## src/hw/oramPkg.sv

```systemverilog
/* Tree geometry shared by the eviction planner.
   Import where levels, leaves, bucket counts or scan table addresses appear. */
`default_nettype none

package oramPkg;

	// ----------------------------------------------------------
	// Geometry
	// ----------------------------------------------------------

	// Leaf label bits, also the deepest level number
	localparam int ORAML = 4;
	// Slots per bucket
	localparam int ORAMZ = 4;
	// Root at level 0, leaves at level ORAML
	localparam int NumLevels = ORAML + 1;
	// One scan table entry per slot on the path
	localparam int ScanTableDepth = NumLevels * ORAMZ;

	// ----------------------------------------------------------
	// Types
	// ----------------------------------------------------------

	typedef logic [2:0] levelT;
	typedef logic [$clog2(ORAMZ)-1:0] slotT;
	typedef logic [ORAML-1:0] leafT;
	// Must hold 0 up to ORAMZ inclusive
	typedef logic [2:0] bucketCountT;
	typedef logic [4:0] scanAddrT;

endpackage

`default_nettype wire

```

## src/hw/stashPkg.sv

```systemverilog
/* Stash sizes and the structs that move stash blocks around.
   Pulls in the tree types, so import it alongside oramPkg. */
`default_nettype none

package stashPkg;

	import oramPkg::*;

	// ----------------------------------------------------------
	// Sizes
	// ----------------------------------------------------------

	localparam int StashDepth = 16;

	typedef logic [3:0] stashAddrT;
	typedef logic [15:0] pAddrT;

	// ----------------------------------------------------------
	// Structs
	// ----------------------------------------------------------

	// Payload kept in the stash RAM
	typedef struct packed {
		pAddrT pAddr;
		leafT leaf;
	} stashEntryT;

	// Block handed in on the insert port
	typedef struct packed {
		pAddrT pAddr;
		leafT leaf;
	} insertT;

	// One slot of the write-back plan
	// Dummy slots carry zero pAddr and leaf
	typedef struct packed {
		levelT level;
		slotT slot;
		logic isReal;
		pAddrT pAddr;
		leafT leaf;
	} evictSlotT;

endpackage

`default_nettype wire

```

## src/hw/bucketPlacer.sv

```systemverilog
/* Per-block placement decision during the stash scan.
   Picks the deepest common bucket with room, bumps its count, records the entry. */
`timescale 1ns/1ps
`default_nettype none

module bucketPlacer
	import oramPkg::*, stashPkg::*;
(
	input wire logic Clock,
	input wire logic rstN,
	input wire logic ClearCounts,
	input wire leafT CurrentLeaf,
	input wire logic ScanValid,
	input wire stashAddrT ScanAddr,
	input wire stashEntryT ScanEntry,
	output logic Accepted,
	output logic TableWrite,
	output scanAddrT TableAddr,
	output stashAddrT TableData,
	output bucketCountT [NumLevels-1:0] Counts
);

	// Bit 0 stands for the root, bit j for level j
	logic [NumLevels-1:0] leafDiff;
	logic [NumLevels-1:0] commonMask;
	logic [NumLevels-1:0] fullMask;
	logic [NumLevels-1:0] spaceMask;
	logic [NumLevels-1:0] deepestOneHot;
	levelT deepestLevel;
	bucketCountT deepestCount;

	// ----------------------------------------------------------
	// Common path
	// ----------------------------------------------------------

	// Root never differs, hence the zero shifted in
	assign leafDiff = {ScanEntry.leaf ^ CurrentLeaf, 1'b0};

	// Levels below the first differing bit are shared
	// No difference at all wraps to all ones
	assign commonMask = (leafDiff & -leafDiff) - 1'b1;

	always_comb begin
		for (int j = 0; j < NumLevels; j++) begin
			fullMask[j] = (Counts[j] == bucketCountT'(ORAMZ));
		end
	end

	assign spaceMask = commonMask & ~fullMask;

	// ----------------------------------------------------------
	// Deepest level with space
	// ----------------------------------------------------------

	// Scan from the leaf upwards, first hit wins
	always_comb begin
		deepestOneHot = '0;
		for (int j = NumLevels - 1; j >= 0; j--) begin
			if (spaceMask[j] && (deepestOneHot == '0)) begin
				deepestOneHot[j] = 1'b1;
			end
		end
	end

	// One-hot to binary
	always_comb begin
		deepestLevel = '0;
		for (int j = 0; j < NumLevels; j++) begin
			if (deepestOneHot[j]) begin
				deepestLevel = deepestLevel | levelT'(j);
			end
		end
	end

	assign deepestCount = Counts[deepestLevel];

	// ----------------------------------------------------------
	// Decision and scan table write
	// ----------------------------------------------------------

	// Empty mask means every common bucket is full
	assign Accepted = ScanValid & (|deepestOneHot);

	assign TableWrite = Accepted;
	// Level-major layout, ORAMZ entries per level
	assign TableAddr = scanAddrT'(int'(deepestLevel) * ORAMZ + int'(deepestCount));
	assign TableData = ScanAddr;

	// Occupancy per bucket for this access
	always_ff @(posedge Clock) begin
		if (!rstN || ClearCounts) begin
			Counts <= '0;
		end else if (Accepted) begin
			Counts[deepestLevel] <= deepestCount + 1'b1;
		end
	end

	for (genvar j = 0; j < NumLevels; j++) begin : gCountCheck
		// Full buckets must drop out of the mask before overflow
		assert property (@(posedge Clock) disable iff (!rstN)
			Counts[j] <= bucketCountT'(ORAMZ));
	end

endmodule

`default_nettype wire

```

## src/hw/evictionReader.sv

```systemverilog
/* Turns the filled scan table into the ordered write-back plan.
   Level 0 slot 0 first, one slot per cycle, after a two-cycle fill. */
`timescale 1ns/1ps
`default_nettype none

module evictionReader
	import oramPkg::*, stashPkg::*;
(
	input wire logic Clock,
	input wire logic rstN,
	input wire logic Start,
	input wire bucketCountT [NumLevels-1:0] Counts,
	output scanAddrT TableRdAddr,
	input wire stashAddrT TableRdData,
	output stashAddrT StashRdAddr,
	input wire stashEntryT StashRdEntry,
	output logic PlanValid,
	output evictSlotT PlanSlot,
	output logic Busy,
	output logic AccessDone
);

	// Stage 0 issues table reads
	logic issuing;
	levelT levelCnt;
	slotT slotCnt;
	// Stage 1 has table data, issues the stash read
	logic s1Valid;
	levelT s1Level;
	slotT s1Slot;
	// Stage 2 has stash data
	logic s2Valid;
	levelT s2Level;
	slotT s2Slot;
	logic s2Real;
	logic lastSlot;

	// ----------------------------------------------------------
	// Slot walk
	// ----------------------------------------------------------

	assign TableRdAddr = scanAddrT'(int'(levelCnt) * ORAMZ + int'(slotCnt));
	assign StashRdAddr = TableRdData;
	assign lastSlot = (s2Level == levelT'(NumLevels - 1)) && (s2Slot == slotT'(ORAMZ - 1));

	always_ff @(posedge Clock) begin
		if (!rstN) begin
			issuing <= 1'b0;
			levelCnt <= '0;
			slotCnt <= '0;
			s1Valid <= 1'b0;
			s2Valid <= 1'b0;
			Busy <= 1'b0;
			AccessDone <= 1'b0;
		end else begin
			s1Valid <= issuing;
			s2Valid <= s1Valid;
			AccessDone <= s2Valid && lastSlot;
			if (Start) begin
				issuing <= 1'b1;
				Busy <= 1'b1;
			end else if (AccessDone) begin
				Busy <= 1'b0;
			end
			if (issuing) begin
				if (slotCnt == slotT'(ORAMZ - 1)) begin
					slotCnt <= '0;
					// Counters wrap back to zero for the next access
					if (levelCnt == levelT'(NumLevels - 1)) begin
						levelCnt <= '0;
						issuing <= 1'b0;
					end else begin
						levelCnt <= levelCnt + 1'b1;
					end
				end else begin
					slotCnt <= slotCnt + 1'b1;
				end
			end
		end
	end

	// Position travels with the reads
	always_ff @(posedge Clock) begin
		s1Level <= levelCnt;
		s1Slot <= slotCnt;
		s2Level <= s1Level;
		s2Slot <= s1Slot;
		// Slots past the count were never written this access
		s2Real <= bucketCountT'(s1Slot) < Counts[s1Level];
	end

	// ----------------------------------------------------------
	// Plan output
	// ----------------------------------------------------------

	always_comb begin
		PlanSlot = '0;
		if (s2Valid) begin
			PlanSlot.level = s2Level;
			PlanSlot.slot = s2Slot;
			if (s2Real) begin
				PlanSlot.isReal = 1'b1;
				PlanSlot.pAddr = StashRdEntry.pAddr;
				PlanSlot.leaf = StashRdEntry.leaf;
			end
		end
	end

	assign PlanValid = s2Valid;

endmodule

`default_nettype wire

```

## src/hw/stashEviction.sv

```systemverilog
/* Eviction planner top: stash, placer, scan table and plan reader.
   Inserts and access starts are dropped while busy; inserts also while full. */
`timescale 1ns/1ps
`default_nettype none

module stashEviction
	import oramPkg::*, stashPkg::*;
(
	input wire logic Clock,
	input wire logic rstN,
	input wire logic Insert,
	input wire insertT InsertData,
	input wire logic StartAccess,
	input wire leafT CurrentLeaf,
	output logic StashFull,
	output logic Busy,
	output logic PlanValid,
	output evictSlotT PlanSlot,
	output logic AccessDone
);

	logic insertOk;
	logic startOk;
	logic scanPhase;
	logic readerBusy;
	logic scanValid;
	stashAddrT scanAddr;
	stashEntryT scanEntry;
	logic scanDone;
	logic accepted;
	leafT pathLeaf;
	logic tableWrite;
	scanAddrT tableWrAddr;
	stashAddrT tableWrData;
	scanAddrT tableRdAddr;
	stashAddrT tableRdData;
	stashAddrT planRdAddr;
	stashEntryT planRdEntry;
	bucketCountT [NumLevels-1:0] counts;

	// ----------------------------------------------------------
	// Input gating and busy
	// ----------------------------------------------------------

	assign insertOk = Insert & ~Busy & ~StashFull;
	assign startOk = StartAccess & ~Busy;

	// Scan half of the access, reader covers the rest
	always_ff @(posedge Clock) begin
		if (!rstN) begin
			scanPhase <= 1'b0;
		end else if (startOk) begin
			scanPhase <= 1'b1;
		end else if (scanDone) begin
			scanPhase <= 1'b0;
		end
	end

	assign Busy = scanPhase | readerBusy;

	// ----------------------------------------------------------
	// Blocks
	// ----------------------------------------------------------

	stashStore i_stashStore (
		.Clock(Clock),
		.rstN(rstN),
		.Insert(insertOk),
		.InsertData(InsertData),
		.StartAccess(startOk),
		.CurrentLeafIn(CurrentLeaf),
		.StashFull(StashFull),
		.ScanValid(scanValid),
		.ScanAddr(scanAddr),
		.ScanEntry(scanEntry),
		.ScanDone(scanDone),
		.Accepted(accepted),
		.PlanRdAddr(planRdAddr),
		.PlanRdEntry(planRdEntry),
		.CurrentLeaf(pathLeaf)
	);

	bucketPlacer i_bucketPlacer (
		.Clock(Clock),
		.rstN(rstN),
		.ClearCounts(startOk),
		.CurrentLeaf(pathLeaf),
		.ScanValid(scanValid),
		.ScanAddr(scanAddr),
		.ScanEntry(scanEntry),
		.Accepted(accepted),
		.TableWrite(tableWrite),
		.TableAddr(tableWrAddr),
		.TableData(tableWrData),
		.Counts(counts)
	);

	// Stash address per path slot
	stashRam #(
		.payloadT(stashAddrT),
		.Depth(ScanTableDepth)
	) i_scanTable (
		.Clock(Clock),
		.rstN(rstN),
		.Write(tableWrite),
		.WrAddr(tableWrAddr),
		.WrData(tableWrData),
		.RdAddr(tableRdAddr),
		.RdData(tableRdData)
	);

	evictionReader i_evictionReader (
		.Clock(Clock),
		.rstN(rstN),
		.Start(scanDone),
		.Counts(counts),
		.TableRdAddr(tableRdAddr),
		.TableRdData(tableRdData),
		.StashRdAddr(planRdAddr),
		.StashRdEntry(planRdEntry),
		.PlanValid(PlanValid),
		.PlanSlot(PlanSlot),
		.Busy(readerBusy),
		.AccessDone(AccessDone)
	);

endmodule

`default_nettype wire

```

## src/hw/stashRam.sv

```systemverilog
/* Register-array RAM with one write port and a registered read port.
   The payload type is a parameter, so the stash and the scan table share it. */
`timescale 1ns/1ps
`default_nettype none

module stashRam #(
	parameter type payloadT = logic [7:0],
	parameter int Depth = 16
) (
	input wire logic Clock,
	input wire logic rstN,
	input wire logic Write,
	input wire logic [$clog2(Depth)-1:0] WrAddr,
	input wire payloadT WrData,
	input wire logic [$clog2(Depth)-1:0] RdAddr,
	output payloadT RdData
);

	payloadT mem [Depth];

	// Write and read both land on the clock edge
	always_ff @(posedge Clock) begin
		if (Write) begin
			mem[WrAddr] <= WrData;
		end
		// Old data on a same-address collision
		RdData <= mem[RdAddr];
	end

	// Depth need not be a power of two, scan table is 20 deep
	assert property (@(posedge Clock) disable iff (!rstN)
		Write |-> (int'(WrAddr) < Depth));

endmodule

`default_nettype wire

```

## src/hw/stashStore.sv

```systemverilog
/* Stash storage with valid bits and lowest-free allocation.
   On start it replays every entry to the placer and drops those it accepts. */
`timescale 1ns/1ps
`default_nettype none

module stashStore
	import oramPkg::*, stashPkg::*;
(
	input wire logic Clock,
	input wire logic rstN,
	input wire logic Insert,
	input wire insertT InsertData,
	input wire logic StartAccess,
	input wire leafT CurrentLeafIn,
	output logic StashFull,
	output logic ScanValid,
	output stashAddrT ScanAddr,
	output stashEntryT ScanEntry,
	output logic ScanDone,
	input wire logic Accepted,
	input wire stashAddrT PlanRdAddr,
	output stashEntryT PlanRdEntry,
	output leafT CurrentLeaf
);

	logic [StashDepth-1:0] validBits;
	stashAddrT freeAddr;
	stashAddrT ramRdAddr;
	stashEntryT ramWrData;
	stashEntryT ramRdData;
	logic scanning;
	stashAddrT scanCnt;
	// Valid bit of the entry the RAM is presenting
	logic scanValidQ;

	// ----------------------------------------------------------
	// Allocation
	// ----------------------------------------------------------

	// Lowest free entry, walk down so the smallest index sticks
	always_comb begin
		freeAddr = '0;
		for (int i = StashDepth - 1; i >= 0; i--) begin
			if (!validBits[i]) begin
				freeAddr = stashAddrT'(i);
			end
		end
	end

	assign StashFull = &validBits;
	assign ramWrData = '{pAddr: InsertData.pAddr, leaf: InsertData.leaf};

	// ----------------------------------------------------------
	// Scan sequencing
	// ----------------------------------------------------------

	// Entry 0 is fetched in the start cycle itself
	// Plan reader owns the port outside the scan
	always_comb begin
		if (StartAccess) begin
			ramRdAddr = '0;
		end else if (scanning) begin
			ramRdAddr = scanCnt + 1'b1;
		end else begin
			ramRdAddr = PlanRdAddr;
		end
	end

	always_ff @(posedge Clock) begin
		if (!rstN) begin
			validBits <= '0;
			scanning <= 1'b0;
			scanCnt <= '0;
			scanValidQ <= 1'b0;
		end else begin
			// Same latency as the RAM read
			scanValidQ <= validBits[ramRdAddr];
			if (Insert) begin
				validBits[freeAddr] <= 1'b1;
			end
			// Placed blocks leave the stash
			if (Accepted) begin
				validBits[ScanAddr] <= 1'b0;
			end
			if (StartAccess) begin
				scanning <= 1'b1;
				scanCnt <= '0;
			end else if (scanning) begin
				scanCnt <= scanCnt + 1'b1;
				if (ScanDone) begin
					scanning <= 1'b0;
				end
			end
		end
	end

	// Leaf of the path being evicted, held for the whole scan
	always_ff @(posedge Clock) begin
		if (StartAccess) begin
			CurrentLeaf <= CurrentLeafIn;
		end
	end

	assign ScanValid = scanning & scanValidQ;
	assign ScanAddr = scanCnt;
	assign ScanEntry = ramRdData;
	assign ScanDone = scanning && (scanCnt == stashAddrT'(StashDepth - 1));
	assign PlanRdEntry = ramRdData;

	stashRam #(
		.payloadT(stashEntryT),
		.Depth(StashDepth)
	) i_stashRam (
		.Clock(Clock),
		.rstN(rstN),
		.Write(Insert),
		.WrAddr(freeAddr),
		.WrData(ramWrData),
		.RdAddr(ramRdAddr),
		.RdData(ramRdData)
	);

	// Top level gates inserts on full and busy
	assert property (@(posedge Clock) disable iff (!rstN)
		Insert |-> (!StashFull && !scanning));

endmodule

`default_nettype wire

```

## config.mk

```make
export PLATFORM = sky130hd
export DESIGN_NAME = stashEviction
export DESIGN_NICKNAME = d
export VERILOG_FILES = /design/src/hw/oramPkg.sv /design/src/hw/stashPkg.sv /design/src/hw/bucketPlacer.sv /design/src/hw/evictionReader.sv /design/src/hw/stashEviction.sv /design/src/hw/stashRam.sv /design/src/hw/stashStore.sv
export SDC_FILE = /design/constraint.sdc
export NUM_CORES = 1
export LEC_CHECK = 0
export CAP_MARGIN = 20
export CORE_MARGIN = 10
export CORE_UTILIZATION = 55
export CTS_BUF_LIST = sky130_fd_sc_hd__clkbuf_16
export CTS_CLUSTER_DIAMETER = 120
export CTS_CLUSTER_SIZE = 24
export DETAILED_ROUTE_END_ITERATION = 16
export DONT_BUFFER_PORTS = 1
export GPL_ROUTABILITY_DRIVEN = 0
export PLACE_DENSITY = 0.73
export SLEW_MARGIN = 20
export SYNTH_ARGS = -nofsm -noshare
export SYNTH_HDL_FRONTEND = slang
export SYNTH_SLANG_ARGS = --single-unit
```

## constraint.sdc

```tcl
create_clock -name Clock -period 6.6 [get_ports Clock]
set_clock_uncertainty 0.15 [all_clocks]
set_input_delay 0.66 -clock Clock [delete_from_list [all_inputs] [get_ports Clock]]
set_output_delay 0.66 -clock Clock [all_outputs]
set_load 0.01 [all_outputs]
```

* Word-level counts from Yosys, hierarchy flattened *
Memories as Yosys holds them, arrays and structs flattened. A register that Yosys moved wholly into a read port is not among the register bits.
Index checks and enable logic that the tools add are counted.
W data, S select, Z words.

operators by class
  eq/ne operators = 10
  reduce and logical (&&, ||, !) cells = 21
  bitwise gates (word level) = 17
  $add $sub $neg = 8
  mux-type cells = 62
  order comparisons = 9

operators by type and width
  kind                   count
  $mux W4                18
  $mux W16               3
  $mux W26               1
  $mux W1                24
  $eq A3 B3 Y1 const B   7
  $mux W21               1
  $bmux W3 S3            2
  $and A16 B16 Y16       1
  $not A16 Y16           1
  $or A16 B16 Y16        1
  $reduce_and A16 Y1     1
  $bwmux W15             1
  $lt A4 B5 Y1 const B   3
  $mux W3                5
  $and A5 B5 Y5          2
  $logic_and A1 B1 Y1    10
  $demux W3 S3           1
  $demux W1 S4           2
  $ge A4 B1 Y1 const B   2
  $lt A3 B4 Y1 const B   2
  $add A3 B1 Y3 const B  2
  $mux W2                3
  $add A5 B2 Y5          1
  $add A5 B3 Y5          1
  other kinds (23)       32

word-level totals
  bits of input ports = 28
  output and inout port bits = 30
  memories kept = 2
  bits in writable memories = 400
  bits in registers = 63
  word-level logic and storage cells = 152

memory list
  name                         words  bits a word  rd ports  clocked after Yosys merged registers in  write ports  RTL line        RTL
  i_stashStore.i_stashRam.mem  16     20           1         1                                        1            stashRam.sv:19  payloadT mem [Depth];
  i_scanTable.mem              20     4            1         1                                        1            stashRam.sv:19

* Depth between registers and ports, before layout *
Gate-level depths: netlist of run 1.

  depth after elaboration = 25
  depth in mapped cells = 12
  mapped depth without buffers = 12

* By module *
Synthesis of run 1 repeated with hierarchy kept, for this count alone.

unflattened totals
  cells, all modules = 1161
  area total of the unflattened synthesis = 19824.0 µm²

modules (own cells, without submodules)
  module                              cells each  sequential area each (µm²)  area each (µm²)  times used
  stashRam (i_stashStore.i_stashRam)  533         10009.6                     12530.8          1
  stashRam (i_scanTable)              177         2482.4                      3372.0           1
  stashStore                          208         560.5                       1762.9           1
  bucketPlacer                        131         300.3                       1098.6           1
  evictionReader                      106         420.4                       992.2            1
  stashEviction                       6           20.0                        67.6             1

* Worst setup path after synthesis of run 1 *
OpenSTA, ideal clock, no wires.

  kind = reg2reg
  start = reg i_stashStore.CurrentLeaf[0]
  end = mem i_scanTable.mem[10][0] (netlist name), enable pin
  period minus slack after synthesis = 3089 ps
  path slack = 3511 ps
  library setup time = 367 ps
  required time = 6083 ps
  cell stages (with the launch flop) = 11
  data arrival time = 2572 ps
  path buffers = 0
  cells stage by stage = edfxtp_1 > xnor2_4 > and3_4 > and2_1 > or2_1 > inv_1 > ha_1 > ha_1 > xnor2_1 > nand3_1 > nor3b_1

between the ends
  cells in the longest elaborated chain, start to end = 22
  elaborated cells on any way between the ends = 29
  those cells by class = 3 x add/sub; 13 x mux; 5 x bitwise; 8 x reduce/logical

RTL lines
  item                                                      RTL line                                RTL
  start, declared                                           stashStore.sv:23                        output leafT CurrentLeaf
  start signal, assigned                                    stashStore.sv:100                       CurrentLeaf <= CurrentLeafIn;
  $xor A4 B4 Y4 (*)                                         bucketPlacer.sv:37                      assign leafDiff = {ScanEntry.leaf ^ CurrentLeaf, 1'b0};
  $neg A5 Y5                                                bucketPlacer.sv:41                      assign commonMask = (leafDiff & -leafDiff) - 1'b1;
  $and A5 B5 Y5 (*)                                         bucketPlacer.sv:41
  $sub A5 B1 Y5 (*)                                         bucketPlacer.sv:41
  $and A5 B5 Y5 (*)                                         bucketPlacer.sv:49                      assign spaceMask = commonMask & ~fullMask;
  $mux W1                                                   bucketPlacer.sv:59                      if (spaceMask[j] && (deepestOneHot == '0)) begin
  $not A1 Y1                                                bucketPlacer.sv:59
  $logic_and A1 B1 Y1                                       bucketPlacer.sv:59
  (+6 left out)                                             --
  $mux W1                                                   bucketPlacer.sv:59
  $mux W1 or $logic_not A4 Y1 (tied branches)               bucketPlacer.sv:69, bucketPlacer.sv:59
  $mux W2 or $logic_and A1 B1 Y1 (tied branches)            bucketPlacer.sv:69, bucketPlacer.sv:59
  $mux W2 or $mux W1 (tied branches)                        bucketPlacer.sv:69, bucketPlacer.sv:59
  $mux W3 or $reduce_or A5 Y1 (tied branches)               bucketPlacer.sv:69, bucketPlacer.sv:82
  $bmux W3 S3 or $and A1 B1 Y1 (tied branches)              bucketPlacer.sv:75, bucketPlacer.sv:82
  $mux W3 (not written as such) or $mux W1 (tied branches)  bucketPlacer.sv:75, stashRam.sv:23
  $add A5 B3 Y5 or $mux W1 (tied branches)                  bucketPlacer.sv:86, stashRam.sv:24
  end, declared                                             stashRam.sv:19

Every way passes the cells marked *; elsewhere a longest branch is shown, timed or not. The select of a mux whose other input is x is not followed.

* Final worst setup path of run 1 *
  start = reg i_stashStore.scanCnt[0] (netlist: i_stashStore.ScanAddr[0])
  end = reg i_stashStore.scanValidQ

between the ends
  cells in the longest elaborated chain, start to end = 5

RTL lines
  item                           RTL line          RTL
  start, declared                stashStore.sv:32  stashAddrT scanCnt;
  start signal, assigned         stashStore.sv:89  scanCnt <= scanCnt + 1'b1;
  $add A4 B1 Y4                  stashStore.sv:63  ramRdAddr = scanCnt + 1'b1;
  $mux W4                        stashStore.sv:62  end else if (scanning) begin
  $mux W4                        stashStore.sv:60  if (StartAccess) begin
  $bmux W1 S4                    stashStore.sv:77  scanValidQ <= validBits[ramRdAddr];
  $mux W1 (not written as such)  stashStore.sv:77
  end signal, assigned           stashStore.sv:77
  end, declared                  stashStore.sv:34  logic scanValidQ;

No other way between the ends. The select of a mux whose other input is x is not followed.
A chain may end at the register's enable or synchronous reset.

==> results.toml, run 1 <==
[outcome]
status = "finished clean"

[timing]
tightest_slew_ns = 1.139
rsz0062_at_grt = "false"
setup_viol = 0
slew_headroom_pct = 24.08
period_needed_ns = 3.936
fmax_ghz = 0.2541
finalHoldViolations = 0
worst_slack_ns = 2.664
fin_crit_sh_pct = 59.63
slew_viol_final = 0
finalSetupTns_ns = 0

[routing]
drcViolationCount = 0
drt_wl_total_um = 42200
wl_per_cell_um = 24.71
dr.pass1.iters = 5
vias_per_cell = 6.422
vias = 10970
ant_nets = 0
drtIter0Drc = 1087

[clocking]
cts_hold_buf = 0
clockBufferDepth = 3
cts_resized = 0
clockRootBuffer = "clkbuf_16"
clk_pin_slew_ns = 0.10
cts_buffers = 24
cts_tree = "done"
clk-insertion-delay-late_ns = 0.56
cts_setup_buffers = 0
ctsHtreeMaxLevel = 1
numClockSinks = 487

[synthesis]
synth_edf_count = 404
avgSynthCellArea_sq_um = 15.35
syn_inst = 1255
synthDistinctLibCells = 68
ys_seq_area_share_pct = 71.59
yosysTopAreaCellShare_pct = 62.97
ys.flop_type = "edfxtp_1"
ys_async_sr_fraction_pct = 0
yosys_register_bits = 487
syn_nets = 1297
netlist_top_cells_area = "edfxtp_1 63%, dfxtp_1 8.6%, mux4_2 6.9%"
yosysWarnings = 0
syn_area_sq_um = 19270
yosysTopAreaCell = "edfxtp_1"

[setup_path]
cp-start-kind = "register"
crit_path_max_incr_delay_ns = 0.99
r2r_slack_ns = 2.66
reg2reg_to = "i_stashStore.scanValidQ$_SDFF_PN0_"
reg2reg_from = "i_stashStore.ScanAddr[0]$_SDFFE_PP0P_"
crit_slowest_cell = "and2_1"
critPathCapture = "i_stashStore.scanValidQ$_SDFF_PN0_"
rr_worst_depth = 9
end_kind = "register"
crit_fanout = 54
arrival_ns = 4.28
crit_chain = "inv_1 -> ha_1 -> mux2_4 -> and2_1 -> nand2_1 -> and3_1 -> a31oi_1 -> o211ai_1 -> a21oi_1"
critPathKind = "reg -> reg"
startpoint = "i_stashStore.ScanAddr[0]$_SDFFE_PP0P_"
required_ns = 6.94

[final_layout]
multi_input_area_sq_um = 5176
nFillCells = 2606
seqCellArea_sq_um = 13790
num_antenna_cells = 0
utilization_pct = 59.43
fin_nets = 1277
final_layout_size_suffix_gt1_share_pct = 12.93
area_growth_pct = 6.559

[grt]
antenna_found_initial = 1
use_met3_pct = 2.798
grt_max_degree = 55
grt_usage_pct = 18.99
grt_pass1_wl_um = 64980
groute.layer.met2.usage_pct = 30.60
met1_usage_pct = 26.76
grt_pass1_vias = 10720
overflow = 0
grt-busiest-layer = "met2"

[place]
place_worst_setup_slack_ns = 2.279
dp_hpwl_um = 26030
port_buffers = 0

[floorplan]
die_h_um = 207.2
ios = 58
die_x_um = 207.2
initial_core_util_pct = 55.77
fp-row-count = 68
coreArea_sq_um = 34540
die_area_sq_um = 42920

[job]
maxCapViolCount = 0

[power_and_ir_drop]
leakagePower_nw = 6.555
p_per_area_nw_per_um2 = 268.6
ir_worst_vdd_mv = 0.1991
power_mw = 5.514

[worst_hold_path]
hold_path.class = "in -> reg"
==> worst max-delay path, delay by kind of cell (launching register included) <==
| family | cells | cell delay, ns |
|---|---|---|
| simple gates | 3 | 1.29 |
| flops | 1 | 0.88 |
| compound gates | 3 | 0.38 |
| fa+ha+maj | 1 | 0.37 |
| mux | 1 | 0.57 |
| buf+inv | 1 | 0.23 |
==> report_power, final <==
| part | total (mW) | leakage [nW] | internal (mW) | switching (mW) |
|---|---|---|---|---|
| combinational | 0.491 | 1.83 | 0.173 | 0.317 |
| sequential | 3.41 | 4.31 | 3.37 | 0.0410 |
| clock | 1.61 | 0.414 | 0.698 | 0.915 |
==> cell usage after synthesis (2+ instances only) <==
library cell  instances
a211oi_1             16
a21oi_1              14
a221oi_1              5
a22oi_1              15
a311oi_1              5
a31oi_1              36
and2_1               21
and3_1               28
buf_1                 5
buf_2                17
clkbuf_1             52
dfxtp_1              83
edfxtp_1            404
ha_1                 14
inv_1                13
inv_2                 2
mux2_2               10
mux2i_1              12
mux4_2               59
nand2_1             123
nand2_2               2
nand2b_1              4
nand3_1              58
nand4_1               5
nor2_1               60
nor2b_1               5
nor3_1                4
nor3b_1               7
nor4_1                2
o211a_1               2
o211ai_1             10
o21a_1               12
o21ai_0              39
o21ai_1              15
o221ai_1             44
o22ai_1               9
or2_2                 3
or3b_1                2
xnor2_1               6
xor2_1                4
==> worst min path at each step <==
| stage | startpoint | endpoint | slack (ns) | depth (start not counted) |
|---|---|---|---|---|
| floorplan | i_evictionReader.levelCnt[2]$_SDFFE_PN0P_ | i_evictionReader.s1Level[2]$_DFF_P_ | 0.18 | 0 |
| global placement | i_evictionReader.s1Slot[1]$_DFF_P_ | i_evictionReader.s2Slot[1]$_DFF_P_ | 0.21 | 0 |
| detailed placement | i_evictionReader.s1Slot[0]$_DFF_P_ | i_evictionReader.s2Slot[0]$_DFF_P_ | 0.21 | 0 |
| CTS | CurrentLeaf[0] | i_stashStore.CurrentLeaf[0]$_DFFE_PP_ | 0.02 | 0 |
| global route | InsertData[2] | i_stashStore.i_stashRam.mem[13][2]$_DFFE_PP_ | 0.02 | 0 |
| finish | InsertData[15] | i_stashStore.i_stashRam.mem[15][15]$_DFFE_PP_ | 0.04 | 0 |
==> cells in the final DEF, fill, tap and decap left out, drive strengths merged, types with 10 or more instances in the layout <==
cell type    n
ha          14
mux4        59
mux2        11
and2        22
a211oi      16
buf         29
o21a        12
clkbuf      25
nand3       58
nor2        61
dfxtp       83
edfxtp     404
a22oi       15
nand2      125
o211ai      10
o221ai      44
and3        29
inv         34
o21ai       55
a21oi       15
a31oi       36
mux2i       13
==> area by class of cell <==
cell class	instances	share of cell area (%)
Clock buffer	25	3.047
Multi-Input combinational cell	677	25.21
Sequential cell	487	67.19
Clock inverter	19	0.4266
Tap cell	455	2.773
Inverter	16	0.2925
Timing Repair Buffer	29	1.060
==> through the flow <==
stage                     cells  hold WS (ns)  instance area, sq um
after detailed placement   1664        0.2119                 19810
after global routing       1708       0.02220                 20530
after CTS                  1708       0.01681                 20530
after global placement     1664        0.2128                 19810
after floorplan            1255        0.1790                 19270
final                      1708       0.03829                 20530
==> cells by family after synthesis <==
group           share of synthesized area, %
flops                                  71.59
simple gates                           8.215
compound gates                         8.547
buf+inv                                1.903
mux                                    8.235
fa+ha+maj                             0.9092
xor+xnor                              0.5975
==> flip-flops by register name, summed over array words and instances, names as in the netlist, 3 cells and up <==
name,flops
i_bucketPlacer.Counts,15
i_evictionReader.s1Level,3
i_evictionReader.s2Level,3
i_stashStore.i_stashRam.mem,320
i_evictionReader.levelCnt,3
i_stashStore.validBits,16
i_stashStore.i_stashRam.RdData,20
i_stashStore.CurrentLeaf,4
i_scanTable.mem,80
i_scanTable.RdData,4
i_stashStore.ScanAddr,4
==> per-layer routing <==
layer	up-vias	wire [um]
met5	-	0
met4	0	911
met3	61	3492
met2	453	20320
met1	5594	17480
li1	4860	-
No activity file was read; power rests on OpenSTA's default activity.
==> inputs of run 2 (changes only) <==
==> constraint.sdc (replaced) <==
create_clock -name Clock -period 3.85 [get_ports Clock]
set_clock_uncertainty 0.15 [all_clocks]
set_input_delay 0.385 -clock Clock [delete_from_list [all_inputs] [get_ports Clock]]
set_output_delay 0.385 -clock Clock [all_outputs]
set_load 0.01 [all_outputs]
==> results.toml, run 2 (same netlist as run 1, synthesis figures left out) <==
[setup_path]
reg2reg_from = "i_stashStore.CurrentLeaf[1]$_DFFE_PP_"
required_ns = 3.89
crit_slowest_cell = "nor3b_1"
end_kind = "register"
arrival_ns = 3.62
crit_path_max_incr_delay_ns = 0.58
crit_fanout = 5
startpoint = "i_stashStore.CurrentLeaf[1]$_DFFE_PP_"
cp-start-kind = "register"
crit_chain = "xnor2_1 -> and3_4 -> and2_1 -> or2_1 -> inv_1 -> ha_1 -> ha_1 -> xnor2_1 -> nand3_1 -> nor3b_1"
critPathKind = "reg -> reg"

[routing]
drt_wl_total_um = 43590
vias = 11190
ant_nets = 0
wl_per_cell_um = 24.72
vias_per_cell = 6.348
dr.pass1.iters = 5
drcViolationCount = 0
drtIter0Drc = 1067

[grt]
grt_pass1_vias = 10980
use_met3_pct = 3.400
grt_usage_pct = 19.61
met1_usage_pct = 27.45
antenna_found_initial = 7
grt_max_degree = 50
overflow = 0
groute.layer.met2.usage_pct = 31.21
grt-busiest-layer = "met2"
grt_pass1_wl_um = 66510

[final_layout]
regMostFlops = "i_stashStore.i_stashRam.mem"
largest_register_ffs = 320
final_layout_size_suffix_gt1_share_pct = 14.56
instances_no_fill = 1763
reg_top3 = "i_stashStore.i_stashRam.mem: 320 flops, i_scanTable.mem: 80 flops, i_stashStore.i_stashRam.RdData: 20 flops"
mostFrequentLayoutCell = "edfxtp_1"
area_growth_pct = 9.306
most-common-layout-cells = "404 x edfxtp_1, 123 x nand2_1, 82 x dfxtp_1"
utilization_pct = 60.96
fin_nets = 1329

[timing]
finalSetupTns_ns = 0
worst_slack_ns = 0.2699
finalHoldViolations = 0
fin_crit_sh_pct = 92.99
hold_ws_ns = 0.1022
slew_viol_final = 0
period_needed_ns = 3.580
slew_headroom_pct = 28.15
rsz0062_at_grt = "false"
fmax_ghz = 0.2793
setup_viol = 0
tightest_slew_ns = 1.076

[floorplan]
fp-row-count = 68
die_h_um = 207.2
initial_core_util_pct = 55.77
coreArea_sq_um = 34540
die_area_sq_um = 42920
die_x_um = 207.2
ios = 58

[clocking]
cts_buffers = 24
ctsHtreeMaxLevel = 1
clockRootBuffer = "clkbuf_16"
numClockSinks = 487
clk_pin_slew_ns = 0.09
cts_tree = "done"
clockBufferDepth = 3
clk-insertion-delay-late_ns = 0.56

[power_and_ir_drop]
leakagePower_nw = 6.811
ir_worst_vdd_mv = 0.3329
p_per_area_nw_per_um2 = 452.9

[place]
port_buffers = 0
place_worst_setup_slack_ns = 0.2130
dp_cells = 1690
dp_hpwl_um = 27610

[outcome]
status = "finished clean"

[job]
maxCapViolCount = 0

[worst_hold_path]
hold_path.class = "in -> reg"
worstHoldStart = "Insert"
==> run 2: cell count changes in the layout (fill, tap and decap cells not counted) <==
| cell | delta |
|---|---|
| diode_2 | +3 |
| buf_4 | +21 |
| buf_12 | +5 |
| mux2_2 | +1 |
| nor4b_1 | -1 |
| mux2_4 | -1 |
| dlygate4sd3_1 | +26 |
| nor4b_2 | +1 |
| dfxtp_2 | +1 |
| dfxtp_1 | -1 |
==> run 2: worst paths after layout <==
kind,end,slack [ns],cells past startpoint
worst min register to register,i_evictionReader.s2Slot[1]$_DFF_P_,0.22,0
worst min-delay path,i_stashStore.i_stashRam.mem[2][15]$_DFFE_PP_,0.10,2
worst max-delay path,i_scanTable.mem[9][1]$_DFFE_PP_,0.27,10
worst max register to register,i_scanTable.mem[9][1]$_DFFE_PP_,0.27,10
==> run 2: report_power, final <==
part           internal (mW)  leakage [nW]  switching [mW]
sequential              5.78          4.31          0.0460
combinational          0.341          2.09           0.619
clock                   1.20         0.414            1.56
total                   7.31          6.81            2.22
==> run 2: layer usage <==
metal / vias to the layer above / wire [um]
met3: 79 / 3741
li1: 4978 / -
met1: 5654 / 18140
met4: 6 / 987
met5: - / 34
met2: 474 / 20680
==> run 2: layout make-up <==
cell class	instances	area, sq um
fillers	2587	13480
diodes	3	7.507
clock inverters	19	87.58
inverters	16	60.06
clock buffers	25	625.6
repair buffers	81	735.7
flip-flops and latches	487	13790
multi-input cells	677	5179
well taps	455	569.3
==> run 2: per-stage QoR <==
stage / instance area, sq um / power (mW)
3_3_place_gp: 20070 / 6.806
3_5_place_dp: 20070 / 6.824
4_1_cts: 21040 / 9.577
6_report: 21060 / 9.537
5_1_grt: 21060 / 9.882
2_1_floorplan: 19270 / 6.537
==> run 2: what timing repair did <==
item | 4_1_cts | 5_1_grt
hold endpoints to repair | 332 | 0
hold buffers | 26 | 0
setup endpoints to repair | 0 | 16
setup buffers | 0 | 0
resized for setup | 0 | 1
==> run 2: critical path: cells and delay by family (launching register included) <==
family	cells	cell delay, ns
XOR/XNOR	2	0.74
buffers and inverters	1	0.06
flip-flops	1	0.39
AND/OR/NAND/NOR	5	1.49
adder cells (fa/ha/maj)	2	0.38
